File: config.mk
export PLATFORM = sky130hd
export DESIGN_NAME = bit_deserializer
export DESIGN_NICKNAME = d
export VERILOG_FILES = /design/src/hw/bit_deserializer.sv
export SDC_FILE = /design/constraint.sdc
export NUM_CORES = 1
export LEC_CHECK = 0
export BUFFER_PORTS_ARGS = -buffer_cell sky130_fd_sc_hd__buf_2
export CAP_MARGIN = 0
export CORE_AREA = 2 2 39 41
export DETAILED_ROUTE_END_ITERATION = 7
export DIE_AREA = 0 0 41 43
export HOLD_SLACK_MARGIN = 0.06
export PLACE_DENSITY_LB_ADDON = 0.2
export SLEW_MARGIN = 20
export SYNTH_ARGS = -nofsm -noshare
export SYNTH_HDL_FRONTEND = slang
export SYNTH_SLANG_ARGS = --single-unit
File: constraint.sdc
create_clock -name clk -period 1.45 [get_ports clk]
set_input_delay 0.2175 -clock clk [delete_from_list [all_inputs] [get_ports clk]]
set_output_delay 0.2175 -clock clk [all_outputs]
set_load 0.01 [all_outputs]
File: src/hw/bit_deserializer.sv
`timescale 1ns/1ps

module bit_deserializer #(
    parameter type payload_t = logic [7:0]
) (
    input  logic     clk,
    input  logic     rstN,
    input  logic     shift_en,
    input  logic     din,
    output payload_t data,
    output logic     done
);

    localparam int WIDTH     = $bits(payload_t);
    localparam int CNT_WIDTH = $clog2(WIDTH);

    logic [WIDTH-1:0]     shreg;
    logic [CNT_WIDTH-1:0] cnt;

    // msb arrives first, so every new bit enters at the lsb
    always_ff @(posedge clk) begin
        if (shift_en) begin
            shreg <= {shreg[WIDTH-2:0], din};
        end
    end

    always_ff @(posedge clk or negedge rstN) begin
        if (!rstN) begin
            cnt <= '0;
        end else if (shift_en) begin
            if (done) begin
                cnt <= '0;
            end else begin
                cnt <= cnt + 1'b1;
            end
        end
    end

    // high while the final bit is being sampled
    assign done = shift_en && (cnt == CNT_WIDTH'(WIDTH - 1));

    assign data = payload_t'(shreg);

endmodule

==> flow_metrics.tcl <==
set metrics [dict create \
    antenna_left 0 \
    core_area_sq_mm 0.00138 \
    synth.avg_cell_area_sq_um 19.5 \
    wirelength_microns 588 \
    cts-htree-levels 1 \
    synth_cells 20 \
    ys_ff_latch 11 \
    placed_cells 48 \
    worst_path_max_delay_cell "dfrtp_1" \
    synth_cell_types 9 \
    grt.overflow.total 0 \
    tritoncts.num_buffers 3 \
    path_cells "ha_2 -> ha_4 -> and2_4 -> buf_6" \
    floorplan.initialDensity 0.282 \
    die-width_microns 41 \
    final.period_utilization 1.02 \
    cp.required_ns 1.23 \
    detail_route.iter0.violations 7 \
    antenna_found_initial 0 \
    rrSetupSlack_ns 0.17 \
    drc 0 \
    mappedNetlistArea_sq_um 390 \
    cts_root_buf "clkbuf_4" \
    finalCriticalPeriod_ns 1.48 \
    crit-reg2reg-capture "cnt[2]" \
    clk_pin_slew_ns 0.07 \
    worst_hold_startpoint "din" \
    cp_max_fo 2 \
    worstSkewPairLatency_ns 0.27 \
    critical_path.top_delay_family "flip-flops" \
    syn_nets 26 \
    area_growth_syn_to_layout_pct 41.3 \
    nFillCells 131 \
    finClkSkew_ns 0.00494 \
    total_leakage_power_nw 0.233 \
    maxSlewViolCount 0 \
    groute.layer.met3.usage 0.0314 \
    row_count 14 \
    p_per_area_mw_per_mm2 1580 \
    global_route.usage.met1 0.0972 \
    io_pins 13 \
    min_to "data[0]" \
    critPathBufInv 1 \
    tritoncts "done" \
    setup_ws_ns -0.0255 \
    final_cell_count_no_fill 56 \
    max_slew_margin 0.834 \
    global_route_wire_length_before_repair_microns 993 \
    register_area_share_after_synthesis 0.808 \
    top_usage_layer "met2" \
    worst-slew-pin-transition_ns 0.249 \
    num-nets-final 47 \
    setup_viol 1 \
    vias 238 \
    worst_r2r_startpoint "cnt[0]" \
    post_route_cells_drive_above_1_share 0.575 \
    startpoint "cnt[0]" \
    max-vdd-ir-drop_mv 0.426 \
    end_kind "primary output" \
    drt_pass1_iterations 3 \
    antenna_cells_inserted 0 \
    violated_checks "setup timing" \
    max-cap-violations 0 \
    track_usage 0.0915 \
    fin_total_pwr_uw 871 \
    slowest_delay_ns 0.38 \
    outcome "finished with violations" \
    numClockSinks 11 \
    first_global_vias 253 \
    grt_start_max_net_pins 14 \
    port-buffer-count 12 \
    clock_path_buffers 2 \
    grt_setup_unrepaired "yes" \
    worst_ep_arrival_time_ns 1.26 \
    route.detailed.wl_per_inst_microns 10.5 \
    fp.dieArea_sq_mm 0.00176 \
    holdCritPathClass "in2reg" \
    worst_hold_path.num_cells 1 \
    timing.final.hold_violations 0 \
    via_per_inst 4.25 \
    synth-warning-count 0 \
    timing.reg2reg.worst_path_depth 6 \
    startpoint_type "flip-flop" \
    grtUsageMet2 0.134 \
    die_height_microns 43 \
    maxClockFrequency_ghz 0.678 \
    path_class "reg2out" \
    gp_routability_congestion 0.570 \
]
==> Yosys cell counts <==
master / n / area share
mux2_2: 2 / 0.058
edfxtp_1: 8 / 0.62
ha_1: 2 / 0.064
inv_1: 1 / 0.0096
and2_2: 1 / 0.019
dfrtp_1: 3 / 0.19
nor2_1: 1 / 0.0096
nand3b_1: 1 / 0.019
o21ai_0: 1 / 0.013
==> layer usage <==
| layer | vias to the layer above | wire [microns] | share of wire |
|---|---|---|---|
| met3 | 2 | 40 | 0.068 |
| li1 | 112 | - | - |
| met4 | 0 | 21 | 0.036 |
| met2 | 11 | 287 | 0.49 |
| met5 | - | 0 | 0 |
| met1 | 113 | 238 | 0.40 |
==> final cells by class <==
class / count / area [sq um] / share of cell area
clock buffer: 4 / 26.3 / 0.0476
inverter: 1 / 3.75 / 0.00680
multi-input combinational: 8 / 87.6 / 0.159
sequential: 11 / 315 / 0.571
tap: 16 / 20.0 / 0.0363
timing repair buffer: 16 / 98.8 / 0.179
==> worst max-delay path by stage <==
stage | to | cells past startpoint
floorplan | done | 3
global placement | done | 4
detailed placement | done | 4
CTS | done | 4
global route | done | 4
finish | done | 4
==> kinds of logic (layout without fill, tap and decap cells) <==
kind of cell	Yosys count	in the layout	synth area share
flip-flops	11	11	0.808
buffers and inverters	1	21	0.00961
AO/OA/AOI/OAI	1	1	0.0128
adder cells (fa/ha/maj)	2	2	0.0641
multiplexers	2	2	0.0577
AND/OR/NAND/NOR	3	3	0.0481
==> layout by cell type (no fill, tap or decap), drive strengths merged <==
cell	Yosys	layout
ha	2	2
o21ai	1	1
edfxtp	8	8
mux2	2	2
dfrtp	3	3
dlygate4sd3	0	1
nor2	1	1
nand3b	1	1
clkbuf	0	4
and2	1	1
buf	0	15
inv	1	1
==> sequential cells by signal, indices dropped and copies added, names as in the netlist <==
signal  cells
data        8
cnt         3
==> power breakdown <==
| group | leakage [nW] | switching, mW | internal (mW) |
|---|---|---|---|
| Clock | 0.0150 | 0.0969 | 0.106 |
| Sequential | 0.114 | 0.0347 | 0.397 |
| Combinational | 0.104 | 0.0928 | 0.143 |
| Total | 0.233 | 0.224 | 0.647 |
==> what timing repair did <==
item                                   4_1_cts  5_1_grt
endpoints found under the hold margin        3        0
setup buffers                                2        1
hold buffers                                 1        0
setup endpoints to repair                    1        1
gates resized for setup                      5        0
pin swaps                                    2        2
==> worst register-to-register path, delay by kind of cell, from the launching register on <==
| family | cells | cell delay (ns) |
|---|---|---|
| AOI/OAI and AO/OA | 1 | 0.08 |
| adders and majority gates | 2 | 0.36 |
| buffers and inverters | 2 | 0.24 |
| DFF | 1 | 0.38 |
| and+or+nand+nor | 1 | 0.14 |
==> per-stage QoR <==
stage	setup TNS (ns)	utilization	area (sq um)	hold slack [ns]	setup WS, ns
after floorplan	0	-	390	-0.0781	0.283
after global placement	0	0.340	470	0.0129	0.170
after detailed placement	0	0.340	470	0.0165	0.101
after CTS	-0.0497	0.393	544	0.122	-0.0497
after global routing	-0.0600	0.399	552	0.123	-0.0600
final	-0.0255	0.399	552	0.122	-0.0255
(Power assumes the default switching activity.)
