### src/hw/serial_slave_pkg.sv
package serial_slave_pkg;

    // memory geometry
    localparam int MEM_DEPTH      = 2000;
    localparam int ADDR_WIDTH     = 11;
    localparam int DATA_WIDTH     = 32;
    localparam int DATA_CNT_WIDTH = $clog2(DATA_WIDTH);

    // control frame layout
    localparam int SID_WIDTH   = 2;
    localparam int START_WIDTH = 3;
    localparam int FRAME_WIDTH = START_WIDTH + SID_WIDTH + 2 + ADDR_WIDTH;

    localparam logic [SID_WIDTH-1:0]   SLAVE_ID      = 2'd1;
    localparam logic [START_WIDTH-1:0] START_PATTERN = 3'b111;

    // idle cycles ahead of every memory read
    localparam int ACCESS_DELAY = 2;
    localparam int DELAY_WIDTH  = $clog2(ACCESS_DELAY + 1);

    typedef logic [DATA_WIDTH-1:0] data_t;
    typedef logic [ADDR_WIDTH-1:0] addr_t;

    // first field is the first bit on the control line
    typedef struct packed {
        logic [START_WIDTH-1:0] start;
        logic [SID_WIDTH-1:0]   sid;
        logic                   write;
        logic                   burst;
        addr_t                  addr;
    } ctrl_frame_t;

    // strobes from the FSM to the datapath
    typedef struct packed {
        logic  frame_capture;
        logic  word_capture;
        logic  mem_write;
        logic  mem_read;
        logic  ser_load;
        logic  ser_shift;
        addr_t mem_addr;
    } dp_cmd_t;

endpackage

### src/hw/slave_ctrl.sv
`timescale 1ns/1ps

module slave_ctrl
    import serial_slave_pkg::*;
(
    input  logic        clk,
    input  logic        rstN,
    input  logic        control,
    input  logic        valid,
    input  logic        last,
    input  ctrl_frame_t frame,
    input  logic        frame_done,
    input  logic        word_done,
    input  logic        ser_done,
    output dp_cmd_t     cmd,
    output logic        ready
);

    localparam logic [DELAY_WIDTH-1:0] DELAY_LAST = DELAY_WIDTH'(ACCESS_DELAY - 1);

    typedef enum logic [2:0] {
        st_idle,
        st_frame,
        st_decode,
        st_write,
        st_write_store,
        st_read_wait,
        st_read_load,
        st_read_shift
    } state_t;

    state_t                 state;
    state_t                 state_nxt;
    addr_t                  addr_q;
    logic [DELAY_WIDTH-1:0] delay_cnt;
    logic                   is_burst;
    logic                   last_seen;
    logic                   frame_ok;
    logic                   wr_more;
    logic                   rd_more;

    assign frame_ok = (frame.start == START_PATTERN) && (frame.sid == SLAVE_ID);

    // burst goes on unless last was seen during the word just finished
    assign wr_more = is_burst && !last_seen;
    assign rd_more = is_burst && !last_seen && !last;

    always_comb begin
        state_nxt    = state;
        cmd          = '0;
        cmd.mem_addr = addr_q;
        ready        = 1'b1;
        case (state)
            st_idle: begin
                // first high bit is already frame bit 17
                cmd.frame_capture = control;
                if (control) begin
                    state_nxt = st_frame;
                end
            end
            st_frame: begin
                cmd.frame_capture = 1'b1;
                if (frame_done) begin
                    state_nxt = st_decode;
                end
            end
            st_decode: begin
                ready = 1'b0;
                if (!frame_ok) begin
                    state_nxt = st_idle;
                end else if (frame.write) begin
                    state_nxt = st_write;
                end else begin
                    state_nxt = st_read_wait;
                end
            end
            st_write: begin
                // valid low simply stalls the word
                cmd.word_capture = valid;
                if (word_done) begin
                    state_nxt = st_write_store;
                end
            end
            st_write_store: begin
                cmd.mem_write = 1'b1;
                state_nxt     = wr_more ? st_write : st_idle;
            end
            st_read_wait: begin
                ready = 1'b0;
                // array read overlaps the last delay cycle
                if (delay_cnt == DELAY_LAST) begin
                    cmd.mem_read = 1'b1;
                    state_nxt    = st_read_load;
                end
            end
            st_read_load: begin
                ready        = 1'b0;
                cmd.ser_load = 1'b1;
                state_nxt    = st_read_shift;
            end
            st_read_shift: begin
                cmd.ser_shift = 1'b1;
                if (ser_done) begin
                    state_nxt = rd_more ? st_read_wait : st_idle;
                end
            end
            default: begin
                state_nxt = st_idle;
            end
        endcase
    end

    always_ff @(posedge clk or negedge rstN) begin
        if (!rstN) begin
            state     <= st_idle;
            addr_q    <= '0;
            delay_cnt <= '0;
            is_burst  <= 1'b0;
            last_seen <= 1'b0;
        end else begin
            state <= state_nxt;

            if (state == st_read_wait && state_nxt == st_read_wait) begin
                delay_cnt <= delay_cnt + 1'b1;
            end else begin
                delay_cnt <= '0;
            end

            case (state)
                st_decode: begin
                    addr_q    <= frame.addr;
                    is_burst  <= frame.burst;
                    last_seen <= 1'b0;
                end
                st_write: begin
                    if (last) begin
                        last_seen <= 1'b1;
                    end
                end
                st_write_store: begin
                    last_seen <= 1'b0;
                    if (wr_more) begin
                        addr_q <= addr_q + 1'b1;
                    end
                end
                st_read_shift: begin
                    if (ser_done) begin
                        last_seen <= 1'b0;
                        if (rd_more) begin
                            addr_q <= addr_q + 1'b1;
                        end
                    end else if (last) begin
                        last_seen <= 1'b1;
                    end
                end
                default: begin
                end
            endcase
        end
    end

endmodule

### config.mk
export PLATFORM = sky130hd
export DESIGN_NAME = slave_ctrl
export DESIGN_NICKNAME = d
export VERILOG_FILES = /design/src/hw/serial_slave_pkg.sv /design/src/hw/slave_ctrl.sv
export SDC_FILE = /design/constraint.sdc
export NUM_CORES = 1
export LEC_CHECK = 0
export BUFFER_PORTS_ARGS = -buffer_cell sky130_fd_sc_hd__buf_2
export CORE_MARGIN = 2
export CORE_UTILIZATION = 42
export DETAILED_ROUTE_END_ITERATION = 8
export GPL_TIMING_DRIVEN = 0
export PLACE_DENSITY = 0.67
export REMOVE_ABC_BUFFERS = 1
export SLEW_MARGIN = 20
export SYNTH_ARGS = -nofsm -noshare
export SYNTH_HDL_FRONTEND = slang
export SYNTH_SLANG_ARGS = --single-unit
### constraint.sdc
create_clock -name clk -period 4.8 [get_ports clk]
set_input_delay 0.48 -clock clk [delete_from_list [all_inputs] [get_ports clk]]
set_output_delay 0.48 -clock clk [all_outputs]
set_load 0.05 [all_outputs]
==> results.rst <==
.. list-table::
   :header-rows: 1

   * - Metric
     - Value
   * - Run status
     - complete, no violations
   * - Worst slew margin relative to its limit
     - 55.0%
   * - Peak supply drop
     - 0.000310 V
   * - Synthesized area divided by synthesized cell count
     - 9.07 µm²
   * - Number of design rule violations left after detail routing
     - 0
   * - I/O pin count
     - 44
   * - Final nets
     - 212
   * - Most frequent cells in the layout
     - 43 x buf_2, 18 x dfrtp_1, 9 x nand2_1, 9 x nor3_1
   * - Most common cell after layout, fill and taps aside
     - buf_2
   * - Floorplan row count
     - 20
   * - Final weighted congestion of routability-driven global placement
     - 0.806
   * - Clock Sinks
     - 18
   * - Count of pins over their slew limit
     - 0
   * - Path type of the worst setup path
     - register to output port
   * - Class of the worst hold path
     - input port to async pin
   * - Vias in the first global route
     - 1162
   * - Share of synthesized registers carrying an async set or reset
     - 100%
   * - Number of max-capacitance violations reported
     - 0
   * - TritonCTS clock tree
     - done
   * - Slew at the pin closest to its max-slew limit
     - 0.676 ns
   * - Dominant synthesized flop cell
     - dfrtp_1
   * - Clk Latency, worst-skew pair
     - 0.31 ns
   * - Highest clock rate
     - 0.419 GHz
   * - CTS Root Buffer Type
     - clkbuf_4
   * - Depth of the CTS H-tree
     - 1
   * - Post-synthesis cell count
     - 146
   * - Distinct cell type count after synthesis
     - 49
   * - Post-cts repair resize count
     - 0
   * - Pin count of the biggest net entering global routing
     - 25
   * - Final antenna-violating net count
     - 0
   * - Number of synthesis warnings
     - 0
   * - Area of the core
     - 3030 µm²
   * - Flops & latches, synth
     - 18
   * - Number of buffers inserted by hold repair at cts
     - 0
   * - Worst-case clock skew
     - 0.0109 ns
   * - Starting utilization of the core area
     - 43.7%
   * - Number of instances in the placed design
     - 223
   * - Drt via density
     - 5.62
   * - Leakage power of the design
     - 0.000706 µW
   * - Number of antenna violations at the first check in global routing
     - 0
   * - Power density over cell area
     - 658 nW/µm²
   * - Die span in y
     - 60.1 µm
   * - Fin Setup TNS
     - 0 ns
   * - Top cells by area in the synthesized netlist
     - dfrtp_1 34%, mux2i_1 3.8%, o22ai_1 3.8%
   * - Overall die width
     - 60.1 µm
   * - Global-route wire length before repair
     - 4950 µm
   * - Worst EP arrival
     - 1.91 ns
   * - Port Buffers
     - 43
   * - Critical path startpoint category
     - register
   * - Layout Area Growth over Synthesis
     - 17.8%
   * - Kind of capture point of the worst setup path
     - output port
   * - Overall routing resource usage
     - 18.1%
   * - Number of buffers created by CTS
     - 3
   * - Number of antenna repair diodes
     - 0
   * - Wire per inst
     - 13.9 µm
   * - Total number of vias
     - 1276
   * - Remaining global-route overflow
     - 0
   * - Count of final hold-check violations
     - 0
   * - Detailed placement HPWL
     - 2290 µm
   * - CTS Buffer Depth
     - 2
   * - RSZ-0062 raised after global routing
     - false
   * - Final std cells w/o fill
     - 227
   * - Count of flip-flops with a built-in enable after synthesis
     - 0
   * - Share of the clock period used by the worst path after layout
     - 49.7%
   * - Number of setup buffers added after CTS
     - 0
   * - Final Critical Period
     - 2.39 ns
   * - Initial DRC count
     - 60
   * - Share of final-layout standard cells stronger than drive strength 1
     - 32.8%
   * - Highest net fanout along the worst path
     - 19
   * - Total Die Area
     - 3620 µm²
   * - Post-Synthesis Cell Area
     - 1320 µm²
   * - Cell type with the largest total area after synthesis
     - dfrtp_1
   * - Finish-stage setup viols
     - 0
   * - Clock transition time at the flip-flop clock pins of the worst setup and hold paths
     - 0.12 ns
   * - Sequential area share after synthesis
     - 34.0%
   * - Post-detailed-routing wire length
     - 3150 µm
   * - Critical Path RT
     - 4.32 ns
   * - Pre-antenna DRT Iters
     - 4
   * - Share of the synthesized area in the top cell type
     - 34.0%
## registers in the layout, summed over array words and instances, names as in the netlist
| signal | cells |
|---|---|
| addr_q | 11 |
| state | 3 |
| delay_cnt | 2 |
| is_burst | 1 |
| last_seen | 1 |
## routing by layer
| layer | share of wire (%) | global-route usage (%) | up-vias |
|---|---|---|---|
| met2 | 49 | 30.7 | 54 |
| met5 | 0 | 0 | - |
| met3 | 6.2 | 2.60 | 5 |
| li1 | - | - | 624 |
| met1 | 44 | 23.0 | 593 |
| met4 | 1.3 | 6.98 | 0 |
## where the power goes
group	leakage [µW]	switching, µW	internal (µW)	total [µW]
clock	0.0000210	53.3	46.4	99.7
sequential	0.000218	115	213	328
combinational	0.000468	386	212	598
total	0.000706	555	471	1030
## cell families after synthesis
kind of cell    synth area share, %
simple gates                   26.0
compound gates                 23.4
fa+ha+maj                      1.89
mux                            4.63
flops                          34.0
buf+inv                        7.94
xor+xnor                       2.08
## metrics by stage
stage / total power [µW] / cell area [µm²] / hold WS (ns) / util, % / setup WS [ns]
floorplan: 785 / 1250 / 0.184 / - / 2.25
global placement: 917 / 1520 / 0.427 / 50.2 / 2.39
CTS: 1030 / 1560 / 0.108 / 51.4 / 2.35
global route: 1100 / 1560 / 0.114 / 51.5 / 2.31
finish: 1030 / 1560 / 0.0832 / 51.5 / 2.41
detailed placement: 929 / 1520 / 0.430 / 50.2 / 2.35
## layout make-up
cell class	count	area, µm²
sequential	18	450
inverter	8	30.0
multi-input combinational	110	772
tap	44	55.1
fill	299	1470
timing repair buffer	43	215
clock buffer	4	36.3
## worst max-delay path: stages, from the launching register on
cell     delay (ns)
dfrtp_1        0.80
nand2_1        0.26
nor3b_1        0.24
buf_2          0.29
## final timing paths
kind | depth (start not counted) | end | slack (ns) | startpoint
worst min register to register | 1 | delay_cnt[0] | 0.45 | delay_cnt[0]
worst max-delay path | 3 | cmd[15] | 2.41 | state[0]
worst max register to register | 4 | addr_q[5] | 2.58 | state[0]
min in group clk | 2 | state[2] | 0.39 | frame[12]
max in group asynchronous | 1 | state[1] | 4.41 | rstN
worst min-delay path | 1 | addr_q[7] | 0.08 | rstN
## cell usage after synthesis (all sizes together) (2+ instances only)
master / number
ha: 2
nor2b: 3
a2bb2oi: 3
and3b: 2
dfrtp: 18
inv: 8
buf: 5
nor2: 5
a31oi: 2
a21oi: 9
a22oi: 3
mux2i: 5
nor3b: 2
nand2: 10
nand3: 8
and3: 4
o2bb2ai: 2
o21ai: 5
o22ai: 9
nand2b: 2
clkbuf: 5
nand4: 4
nor3: 10
o22a: 2
(Power assumes the default switching activity.)
