## src/hw/serial_slave_pkg.sv

```systemverilog
package serial_slave_pkg;

    // memory geometry
    localparam int MEM_DEPTH      = 2000;
    localparam int ADDR_WIDTH     = 11;
    localparam int DATA_WIDTH     = 32;
    localparam int DATA_CNT_WIDTH = $clog2(DATA_WIDTH);

    // control frame layout
    localparam int SID_WIDTH   = 2;
    localparam int START_WIDTH = 3;
    localparam int FRAME_WIDTH = START_WIDTH + SID_WIDTH + 2 + ADDR_WIDTH;

    localparam logic [SID_WIDTH-1:0]   SLAVE_ID      = 2'd1;
    localparam logic [START_WIDTH-1:0] START_PATTERN = 3'b111;

    // idle cycles ahead of every memory read
    localparam int ACCESS_DELAY = 2;
    localparam int DELAY_WIDTH  = $clog2(ACCESS_DELAY + 1);

    typedef logic [DATA_WIDTH-1:0] data_t;
    typedef logic [ADDR_WIDTH-1:0] addr_t;

    // first field is the first bit on the control line
    typedef struct packed {
        logic [START_WIDTH-1:0] start;
        logic [SID_WIDTH-1:0]   sid;
        logic                   write;
        logic                   burst;
        addr_t                  addr;
    } ctrl_frame_t;

    // strobes from the FSM to the datapath
    typedef struct packed {
        logic  frame_capture;
        logic  word_capture;
        logic  mem_write;
        logic  mem_read;
        logic  ser_load;
        logic  ser_shift;
        addr_t mem_addr;
    } dp_cmd_t;

endpackage

```

## src/hw/word_serializer.sv

```systemverilog
`timescale 1ns/1ps

module word_serializer
    import serial_slave_pkg::*;
(
    input  logic  clk,
    input  logic  rstN,
    input  logic  load,
    input  logic  shift,
    input  data_t word,
    output logic  bit_out,
    output logic  done
);

    data_t                     shreg;
    logic [DATA_CNT_WIDTH-1:0] cnt;
    logic                      full;

    always_ff @(posedge clk) begin
        if (load) begin
            shreg <= word;
        end else if (shift) begin
            shreg <= {shreg[DATA_WIDTH-2:0], 1'b0};
        end
    end

    // full marks a word that still has bits to send
    always_ff @(posedge clk or negedge rstN) begin
        if (!rstN) begin
            cnt  <= '0;
            full <= 1'b0;
        end else if (load) begin
            cnt  <= '0;
            full <= 1'b1;
        end else if (shift && full) begin
            if (done) begin
                cnt  <= '0;
                full <= 1'b0;
            end else begin
                cnt <= cnt + 1'b1;
            end
        end
    end

    // asserted in the cycle that carries bit 0
    assign done = shift && full && (cnt == DATA_CNT_WIDTH'(DATA_WIDTH - 1));

    // line idles low between words
    assign bit_out = full & shreg[DATA_WIDTH-1];

endmodule

```

## config.mk

```make
export PLATFORM = sky130hd
export DESIGN_NAME = word_serializer
export DESIGN_NICKNAME = d
export VERILOG_FILES = /design/src/hw/serial_slave_pkg.sv /design/src/hw/word_serializer.sv
export SDC_FILE = /design/constraint.sdc
export NUM_CORES = 1
export LEC_CHECK = 0
export BUFFER_PORTS_ARGS = -buffer_cell sky130_fd_sc_hd__clkbuf_2
export CAP_MARGIN = 20
export CORE_MARGIN = 1
export CORE_UTILIZATION = 40
export CTS_CLUSTER_SIZE = 8
export DETAILED_ROUTE_END_ITERATION = 8
export HOLD_SLACK_MARGIN = 0.1
export PLACE_DENSITY = 0.69
export REMOVE_ABC_BUFFERS = 1
export SETUP_SLACK_MARGIN = 0.5
export SLEW_MARGIN = 0
export SYNTH_ARGS = -nofsm -noshare
export SYNTH_HDL_FRONTEND = slang
export SYNTH_SLANG_ARGS = --single-unit
```

## constraint.sdc

```tcl
create_clock -name clk -period 1.6 [get_ports clk]
set_input_delay 0.32 -clock clk [delete_from_list [all_inputs] [get_ports clk]]
set_output_delay 0.32 -clock clk [all_outputs]
set_load 0.01 [all_outputs]
```

==> flow_summary.ini, run 1 <==
[status]
violations = setup timing
status = finished, violations left

[cells_and_area]
area_delta_synth_final_pct = 29.7
final_common_cell = clkbuf_2
final_util = 0.542
antenna_cells = 0
nNetsFinal = 195
drive_gt1_frac = 0.639
final_cell_mix = 35 x clkbuf_2, 32 x edfxtp_1, 31 x mux2_2
fin_cells = 208
fillCellCount = 348

[logic_synthesis]
synth_area_per_cell_sq_um = 16.6
async_flop_share = 0.158
synth_ff_type = edfxtp_1
seq_area_frac_synth = 0.665
syn_inst = 101
syn-cell-area_sq_um = 1670
synth_edf_count = 32
ys_warn_count = 0
synth_seq_cells = 38
yosysUniqueCellTypes = 23

[clock_tree]
cts_buffers = 5
cts_sinks = 38
clk_pin_slew_ns = 0.07
clk_latency_ns = 0.28
cts_max_path_buffers = 2
cts-htree-levels = 2
cts_root_buf = clkbuf_8
cts_tree = yes

[placement]
place_ws_ns = -0.222
io_buffers = 37
dp_hpwl_mm = 2.09
dp.cells = 194
gp_congestion = 0.749

[sta]
finalMaxSlewViolations = 0
min_period_ns = 1.81
setup_viol = 4
worst_slack_ns = -0.215
slew_headroom = 0.858
rsz0062_at_grt = true
worstMarginPinSlew_ns = 0.210
max_freq_ghz = 0.551
fin_skew_ns = 0.00417
timing.final.crit_share = 1.13
timing.final.hold_violations = 0

[run]
maxCapViolations = 0

[worst_setup_path]
critPathRequiredTime_ns = 1.28
worstSetupStartpointType = register
crit_arrival_ns = 1.49
path_cells = ha_4, and3_4, ha_4, and3_4, buf_6
path_class = register to primary output
cp-end-kind = primary output
crit_fanout = 3
cpPeakStageDelay_ns = 0.41
cp_slowest_cell = dfrtp_1

[routing]
drt_iter0_drc = 26
wl_per_cell_um = 13.9
drt_wl_total_mm = 2.90
ant_nets = 0
num_vias = 1025
first_pass_iters = 4
drc = 0
via_per_inst = 4.93

[global_routing]
grt.total_usage = 0.153
grt_max_degree = 26
grt_pass1_wl_mm = 4.82
antenna_found_initial = 0
overflow = 0
first_global_vias = 1105

[floorplanning]
die_y_um = 66.6
fp.dieW_um = 66.6
dieArea_sq_um = 4440
rows = 23
pin_count = 38
core-area_sq_um = 4000
initial_core_util = 0.418

[power_and_ir_drop]
leakage_nw = 0.876
ir_drop_v = 0.000613
power_density_nw_per_um2 = 943

[worst_hold_path]
hp-class = primary input to register
-- metal layers --
metal	up-vias	track usage	share of wire
met2	36	0.259	0.51
li1	501	-	-
met5	-	0	0
met4	0	0.0665	0.045
met3	12	0.0582	0.060
met1	476	0.170	0.38
-- cell families after synthesis --
group	count (synthesis)	share of synthesized area
adders and majority gates	2	0.0150
muxes	32	0.215
and+or+nand+nor	17	0.0584
buffers and inverters	4	0.0210
DFF	38	0.665
AOI/OAI and AO/OA	8	0.0262
-- state kept, by name (all words and copies together) (netlist names) --
register	cells
full	1
cnt	5
shreg	32
-- report_power, final --
part	internal, mW	total (mW)	switching [mW]	leakage, nW
registers	1.19	1.21	0.0263	0.404
clock network	0.299	0.609	0.310	0.0426
logic	0.137	0.223	0.0857	0.430
total	1.62	2.04	0.422	0.876
-- cell usage after synthesis (2+ instances only) --
| cell | instances | area (sq um) |
|---|---|---|
| edfxtp_1 | 32 | 961 |
| mux2_2 | 31 | 349 |
| dfrtp_1 | 6 | 150 |
| a21oi_1 | 4 | 20.0 |
| nand2_1 | 3 | 11.3 |
| nor2_1 | 3 | 11.3 |
| and2_1 | 2 | 12.5 |
| buf_2 | 2 | 10.0 |
| ha_1 | 2 | 25.0 |
| nand3_1 | 2 | 10.0 |
| o21ai_0 | 2 | 10.0 |
-- final timing paths --
check | startpoint | to | slack [ns] | cells after the start
hold / removal | word[0] | shreg[0] | 0.33 | 2
setup / recovery | cnt[1] | done | -0.21 | 5
min in group asynchronous | rstN | cnt[4] | 0.39 | 2
max in group asynchronous | rstN | full | 1.05 | 2
setup reg to reg | cnt[1] | cnt[2] | -0.16 | 6
hold reg to reg | shreg[17] | shreg[18] | 0.55 | 1
-- stage by stage --
step / instance area (sq um) / hold slack, ns / setup TNS [ns] / power (mW)
after global placement: 1970 / 0.146 / -0.176 / 1.43
after floorplan: 1640 / 0.0244 / -0.242 / 1.33
after CTS: 2130 / 0.321 / -0.424 / 2.07
final: 2170 / 0.326 / -0.553 / 2.04
after detailed placement: 1970 / 0.153 / -0.466 / 1.45
after global routing: 2170 / 0.311 / -0.658 / 2.15
-- final cells by class --
cell class / instances / area (sq um) / share of cell area
multi-input combinational: 59 / 582 / 0.268
timing repair buffer: 53 / 330 / 0.152
clock buffer: 6 / 72.6 / 0.0335
sequential: 38 / 1110 / 0.513
tap: 50 / 62.6 / 0.0289
clock inverter: 2 / 8.76 / 0.00404
-- timing repair --
action | 4_1_cts | 5_1_grt
setup buffers | 3 | 2
setup endpoints to repair | 7 | 7
pin swaps | 7 | 3
hold endpoints to repair | 6 | 0
resized for setup | 10 | 7
hold buffers | 1 | 0
gates cloned | 0 | 0
-- critical path, delay by kind of cell, from the launching register on --
family	cells	cell delay, ns
buffers and inverters	1	0.11
DFF	1	0.41
adders and majority gates	2	0.34
and+or+nand+nor	2	0.35
Power figures use the tool's default switching activity.
==> run 2: changes to the inputs <==
Settings changed: SETUP_SLACK_MARGIN 0.5 to 0.02.
==> run 2 against run 1 <==
Effect of this change: the flow still finishes with violations (setup timing); setup slack lost 0.0041 ns; global-route usage stayed put; critical endpoint unchanged; sequential power hardly changed.
==> flow_summary.ini, run 2 (synthesis gave the netlist of run 1 again) <==
[power_and_ir_drop]
power_density_nw_per_um2 = 949
leakage_nw = 0.871
ir_drop_v = 0.000613

[cells_and_area]
fin_cells = 207
nNetsFinal = 194
final_common_cell = clkbuf_2
final_cell_mix = 36 x clkbuf_2, 32 x edfxtp_1, 31 x mux2_2
largest_reg_flops = 32
area_delta_synth_final_pct = 28.6
antenna_cells = 0
largestRegisters = shreg: 32 flops, cnt: 5 flops, full: 1 flops
top_register = shreg
drive_gt1_frac = 0.631

[sta]
timing.final.crit_share = 1.14
worstMarginPinSlew_ns = 0.214
min_period_ns = 1.82
worst_slack_ns = -0.219
fin_skew_ns = 0.00424
whs_ns = 0.326
timing.final.hold_violations = 0
setup_viol = 4
finalSetupTns_ns = -0.495
rsz0062_at_grt = true
finalMaxSlewViolations = 0
max_freq_ghz = 0.550
slew_headroom = 0.856

[global_routing]
overflow = 0
grt.total_usage = 0.153
antenna_found_initial = 0
first_global_vias = 1106
grt_max_degree = 26
grt_pass1_wl_mm = 4.82

[floorplanning]
rows = 23
fp.dieW_um = 66.6
dieArea_sq_um = 4440
initial_core_util = 0.418
die_y_um = 66.6
core-area_sq_um = 4000
pin_count = 38

[worst_setup_path]
cp-end-kind = primary output
crit_fanout = 3
crit_arrival_ns = 1.50
worstSetupStartpointType = register
path_class = register to primary output
critPathRequiredTime_ns = 1.28

[status]
status = finished, violations left
violations = setup timing

[routing]
drt_iter0_drc = 33
ant_nets = 0
drt_wl_total_mm = 2.85
wl_per_cell_um = 13.8
drc = 0
num_vias = 1007
first_pass_iters = 3
via_per_inst = 4.86

[clock_tree]
cts-htree-levels = 2
cts_max_path_buffers = 2
clk_latency_ns = 0.28
cts_buffers = 5
cts_tree = yes
clk_pin_slew_ns = 0.07
cts_root_buf = clkbuf_8
cts_sinks = 38

[placement]
dp.cells = 194
gp_congestion = 0.749
dp_hpwl_mm = 2.09
io_buffers = 37

[run]
maxCapViolations = 0

[worst_hold_path]
hp-class = primary input to register
run 2: cell types whose count changed in the layout (fill, tap and decap cells not counted):
| cell | before | now |
|---|---|---|
| ha_2 | 0 | 1 |
| dfrtp_1 | 5 | 6 |
| buf_2 | 1 | 0 |
| ha_4 | 2 | 1 |
| dfrtp_2 | 1 | 0 |
| clkbuf_2 | 35 | 36 |
| buf_4 | 13 | 12 |
run 2: report_power, final:
part / internal [mW] / switching [mW] / total (mW) / leakage [nW]
clock: 0.299 / 0.308 / 0.607 / 0.0426
combinational: 0.135 / 0.0862 / 0.222 / 0.424
sequential: 1.19 / 0.0245 / 1.21 / 0.404
run 2: what timing repair did:
item                                    in CTS  in global routing
hold endpoints to repair                     6                  0
buffers inserted                             3                  1
gates cloned                                 0                  0
hold buffers                                 1                  0
pin swaps                                    6                  3
resized for setup                            9                  5
endpoints found under the setup margin       4                  5
run 2: metal layers:
metal / vias up / part of all wire / GRT usage
met3: 8 / 0.060 / 0.0582
met1: 470 / 0.39 / 0.170
li1: 497 / - / -
met2: 32 / 0.52 / 0.259
met5: - / 0 / 0
met4: 0 / 0.028 / 0.0665
run 2: path summary, 6_finish.rpt:
kind / slack (ns) / endpoint / cells after the start / from
min reg2reg: 0.55 / shreg[18] / 1 / shreg[17]
max reg2reg: -0.16 / cnt[2] / 6 / cnt[0]
min: 0.33 / shreg[0] / 2 / word[0]
max in group asynchronous: 1.07 / cnt[1] / 2 / rstN
max: -0.22 / done / 5 / cnt[0]
min in group asynchronous: 0.39 / cnt[4] / 2 / rstN
run 2: worst max-delay path, cell delays in order (launching register included):
cell and delay [ns]:
dfrtp_1 0.38, ha_2 0.21, and3_4 0.19, ha_4 0.16, and3_4 0.17, buf_6 0.11
run 2: per-stage QoR:
step / utilization / area [sq um] / power, mW / worst slack, ns
finish: 0.537 / 2150 / 2.04 / -0.219
global route: 0.537 / 2150 / 2.15 / -0.266
CTS: 0.531 / 2120 / 2.07 / -0.213
detailed placement: 0.493 / 1970 / 1.45 / -0.222
global placement: 0.493 / 1970 / 1.43 / -0.0969
floorplan: - / 1640 / 1.33 / -0.138
run 2: final cells by class:
cell class | instances | area [sq um]
fill | 350 | 1850
sequential | 38 | 1110
multi-input combinational | 59 | 572
timing repair buffer | 52 | 323
clock buffer | 6 | 72.6
tap | 50 | 62.6
clock inverter | 2 | 8.76
==> run 3: changes to the inputs <==
Settings changed: MAX_ROUTING_LAYER from default to met4.
==> run 3 against run 2 <==
Effect of this change: hold slack improved by 0.00072 ns; sequential power about the same; maximum frequency increased by 0.11%; wire length increased by 0.81%; sequential share of layout area unchanged; the run still ends with setup timing left; sequential cell count unchanged; setup slack improved by 0.0021 ns; utilization unchanged; clock skew about the same; highest routed layer unchanged; critical path depth unchanged; critical path type unchanged; register-to-register slack about the same.
==> flow_summary.ini, run 3 (synthesis gave the netlist of run 1 again) <==
[cells_and_area]
final_common_cell = clkbuf_2
largest_reg_flops = 32
regArea_sq_um = 1110
multiInputGateArea_sq_um = 572
nNetsFinal = 194
final_cell_mix = 36 x clkbuf_2, 32 x edfxtp_1, 31 x mux2_2
drive_gt1_frac = 0.631
fillCellCount = 350
final_util = 0.537
largestRegisters = shreg: 32 flops, cnt: 5 flops, full: 1 flops
area_delta_synth_final_pct = 28.6
antenna_cells = 0
top_register = shreg

[floorplanning]
dieArea_sq_um = 4440
initial_core_util = 0.418
rows = 23
fp.dieW_um = 66.6
die_y_um = 66.6
pin_count = 38
core-area_sq_um = 4000

[clock_tree]
cts_sinks = 38
cts_root_buf = clkbuf_8
cts_buffers = 5
cts_max_path_buffers = 2
cts-htree-levels = 2
cts_tree = yes
clk_latency_ns = 0.28
clk_pin_slew_ns = 0.07

[sta]
max_freq_ghz = 0.550
min_period_ns = 1.82
setup_viol = 4
rsz0062_at_grt = true
worstMarginPinSlew_ns = 0.213
slew_headroom = 0.857
fin_skew_ns = 0.00441
worst_slack_ns = -0.217
finalMaxSlewViolations = 0
timing.final.crit_share = 1.14
timing.final.hold_violations = 0

[power_and_ir_drop]
comb_power_share = 0.109
p_int_mw = 1.62
ir_drop_v = 0.000612
switching_share = 0.206
p_sw_mw = 0.420
pwr-share-seq = 0.593
leakage_nw = 0.871
clock_power_share = 0.298
power_density_nw_per_um2 = 950
totalPowerFinal_mw = 2.04

[global_routing]
overflow = 0
antenna_found_initial = 0
grt_max_degree = 26
grt.total_usage = 0.157
first_global_vias = 1106
grt_pass1_wl_mm = 4.84

[worst_setup_path]
crit_arrival_ns = 1.50
crit_cells = 5
path_class = register to primary output
rr_endpoint = cnt[2]
crit_path_frequent_cell = and3_4
cp_top_family = flip-flops
cpPeakStageDelay_ns = 0.38
crit_fanout = 3
crit_buf_inv = 1
path_cells = ha_2, and3_4, ha_4, and3_4, buf_6
cp-end-kind = primary output
critPathRequiredTime_ns = 1.28
cp_slowest_cell = dfrtp_1
reg2reg_depth = 6
r2r-start = cnt[0]
worstSetupStartpointType = register
r2r_slack_ns = -0.16

[status]
violations = setup timing
status = finished, violations left

[worst_hold_path]
hp-start = word[0]
hold-path-endpoint = shreg[0]
hp-class = primary input to register
holdPathStages = 2

[routing]
drt_wl_total_mm = 2.88
num_vias = 1019
drc = 0
drt_iter0_drc = 36
via_per_inst = 4.92
ant_nets = 0
wl_per_cell_um = 13.9
first_pass_iters = 2

[placement]
io_buffers = 37
gp_congestion = 0.759
dp_hpwl_mm = 2.09
place_ws_ns = -0.222

[run]
maxCapViolations = 0
==> run 3: power groups by stage <==
stage / Combinational (mW) / Clock (mW) / Sequential (mW)
after floorplan: 0.110 / 0 / 1.22
after global placement: 0.204 / 0 / 1.23
after detailed placement: 0.215 / 0 / 1.23
after CTS: 0.222 / 0.630 / 1.21
after global routing: 0.247 / 0.684 / 1.22
final: 0.222 / 0.608 / 1.21
==> run 3: through the flow <==
step,area (sq um),std cells,hold slack (ns),TNS (ns)
6_report,2150,207,0.327,-0.488
5_1_grt,2150,207,0.311,-0.616
4_1_cts,2120,206,0.321,-0.427
2_1_floorplan,1640,97,0.0244,-0.242
3_3_place_gp,1970,194,0.146,-0.176
3_5_place_dp,1970,194,0.153,-0.466
==> run 3: area by class of cell <==
cell class | instances | share of cell area
well taps | 50 | 0.0291
repair buffers | 52 | 0.150
clock inverters | 2 | 0.00407
flip-flops and latches | 38 | 0.517
multi-input cells | 59 | 0.266
clock buffers | 6 | 0.0338
==> run 3: repair_timing <==
item / 4_1_cts / 5_1_grt
resized for setup: 9 / 5
hold buffers: 1 / 0
setup buffers: 3 / 1
hold endpoints to repair: 6 / 0
pin swaps: 6 / 3
endpoints found under the setup margin: 4 / 5
==> run 3: worst max path at each step <==
| stage | start | end | slack [ns] |
|---|---|---|---|
| final | cnt[0] | done | -0.22 |
| after global routing | cnt[0] | done | -0.27 |
| after global placement | cnt[0] | cnt[2] | -0.1 |
| after floorplan | cnt[0] | cnt[2] | -0.14 |
| after detailed placement | cnt[0] | cnt[2] | -0.22 |
| after CTS | cnt[1] | done | -0.21 |
==> run 3: metal layers <==
layer | vias to the layer above | wire length [um] | GRT usage
li1 | 497 | - | -
met1 | 480 | 1140 | 0.175
met2 | 34 | 1510 | 0.259
met3 | 8 | 150 | 0.0514
met4 | 0 | 82 | 0.0665
met5 | - | 0 | -
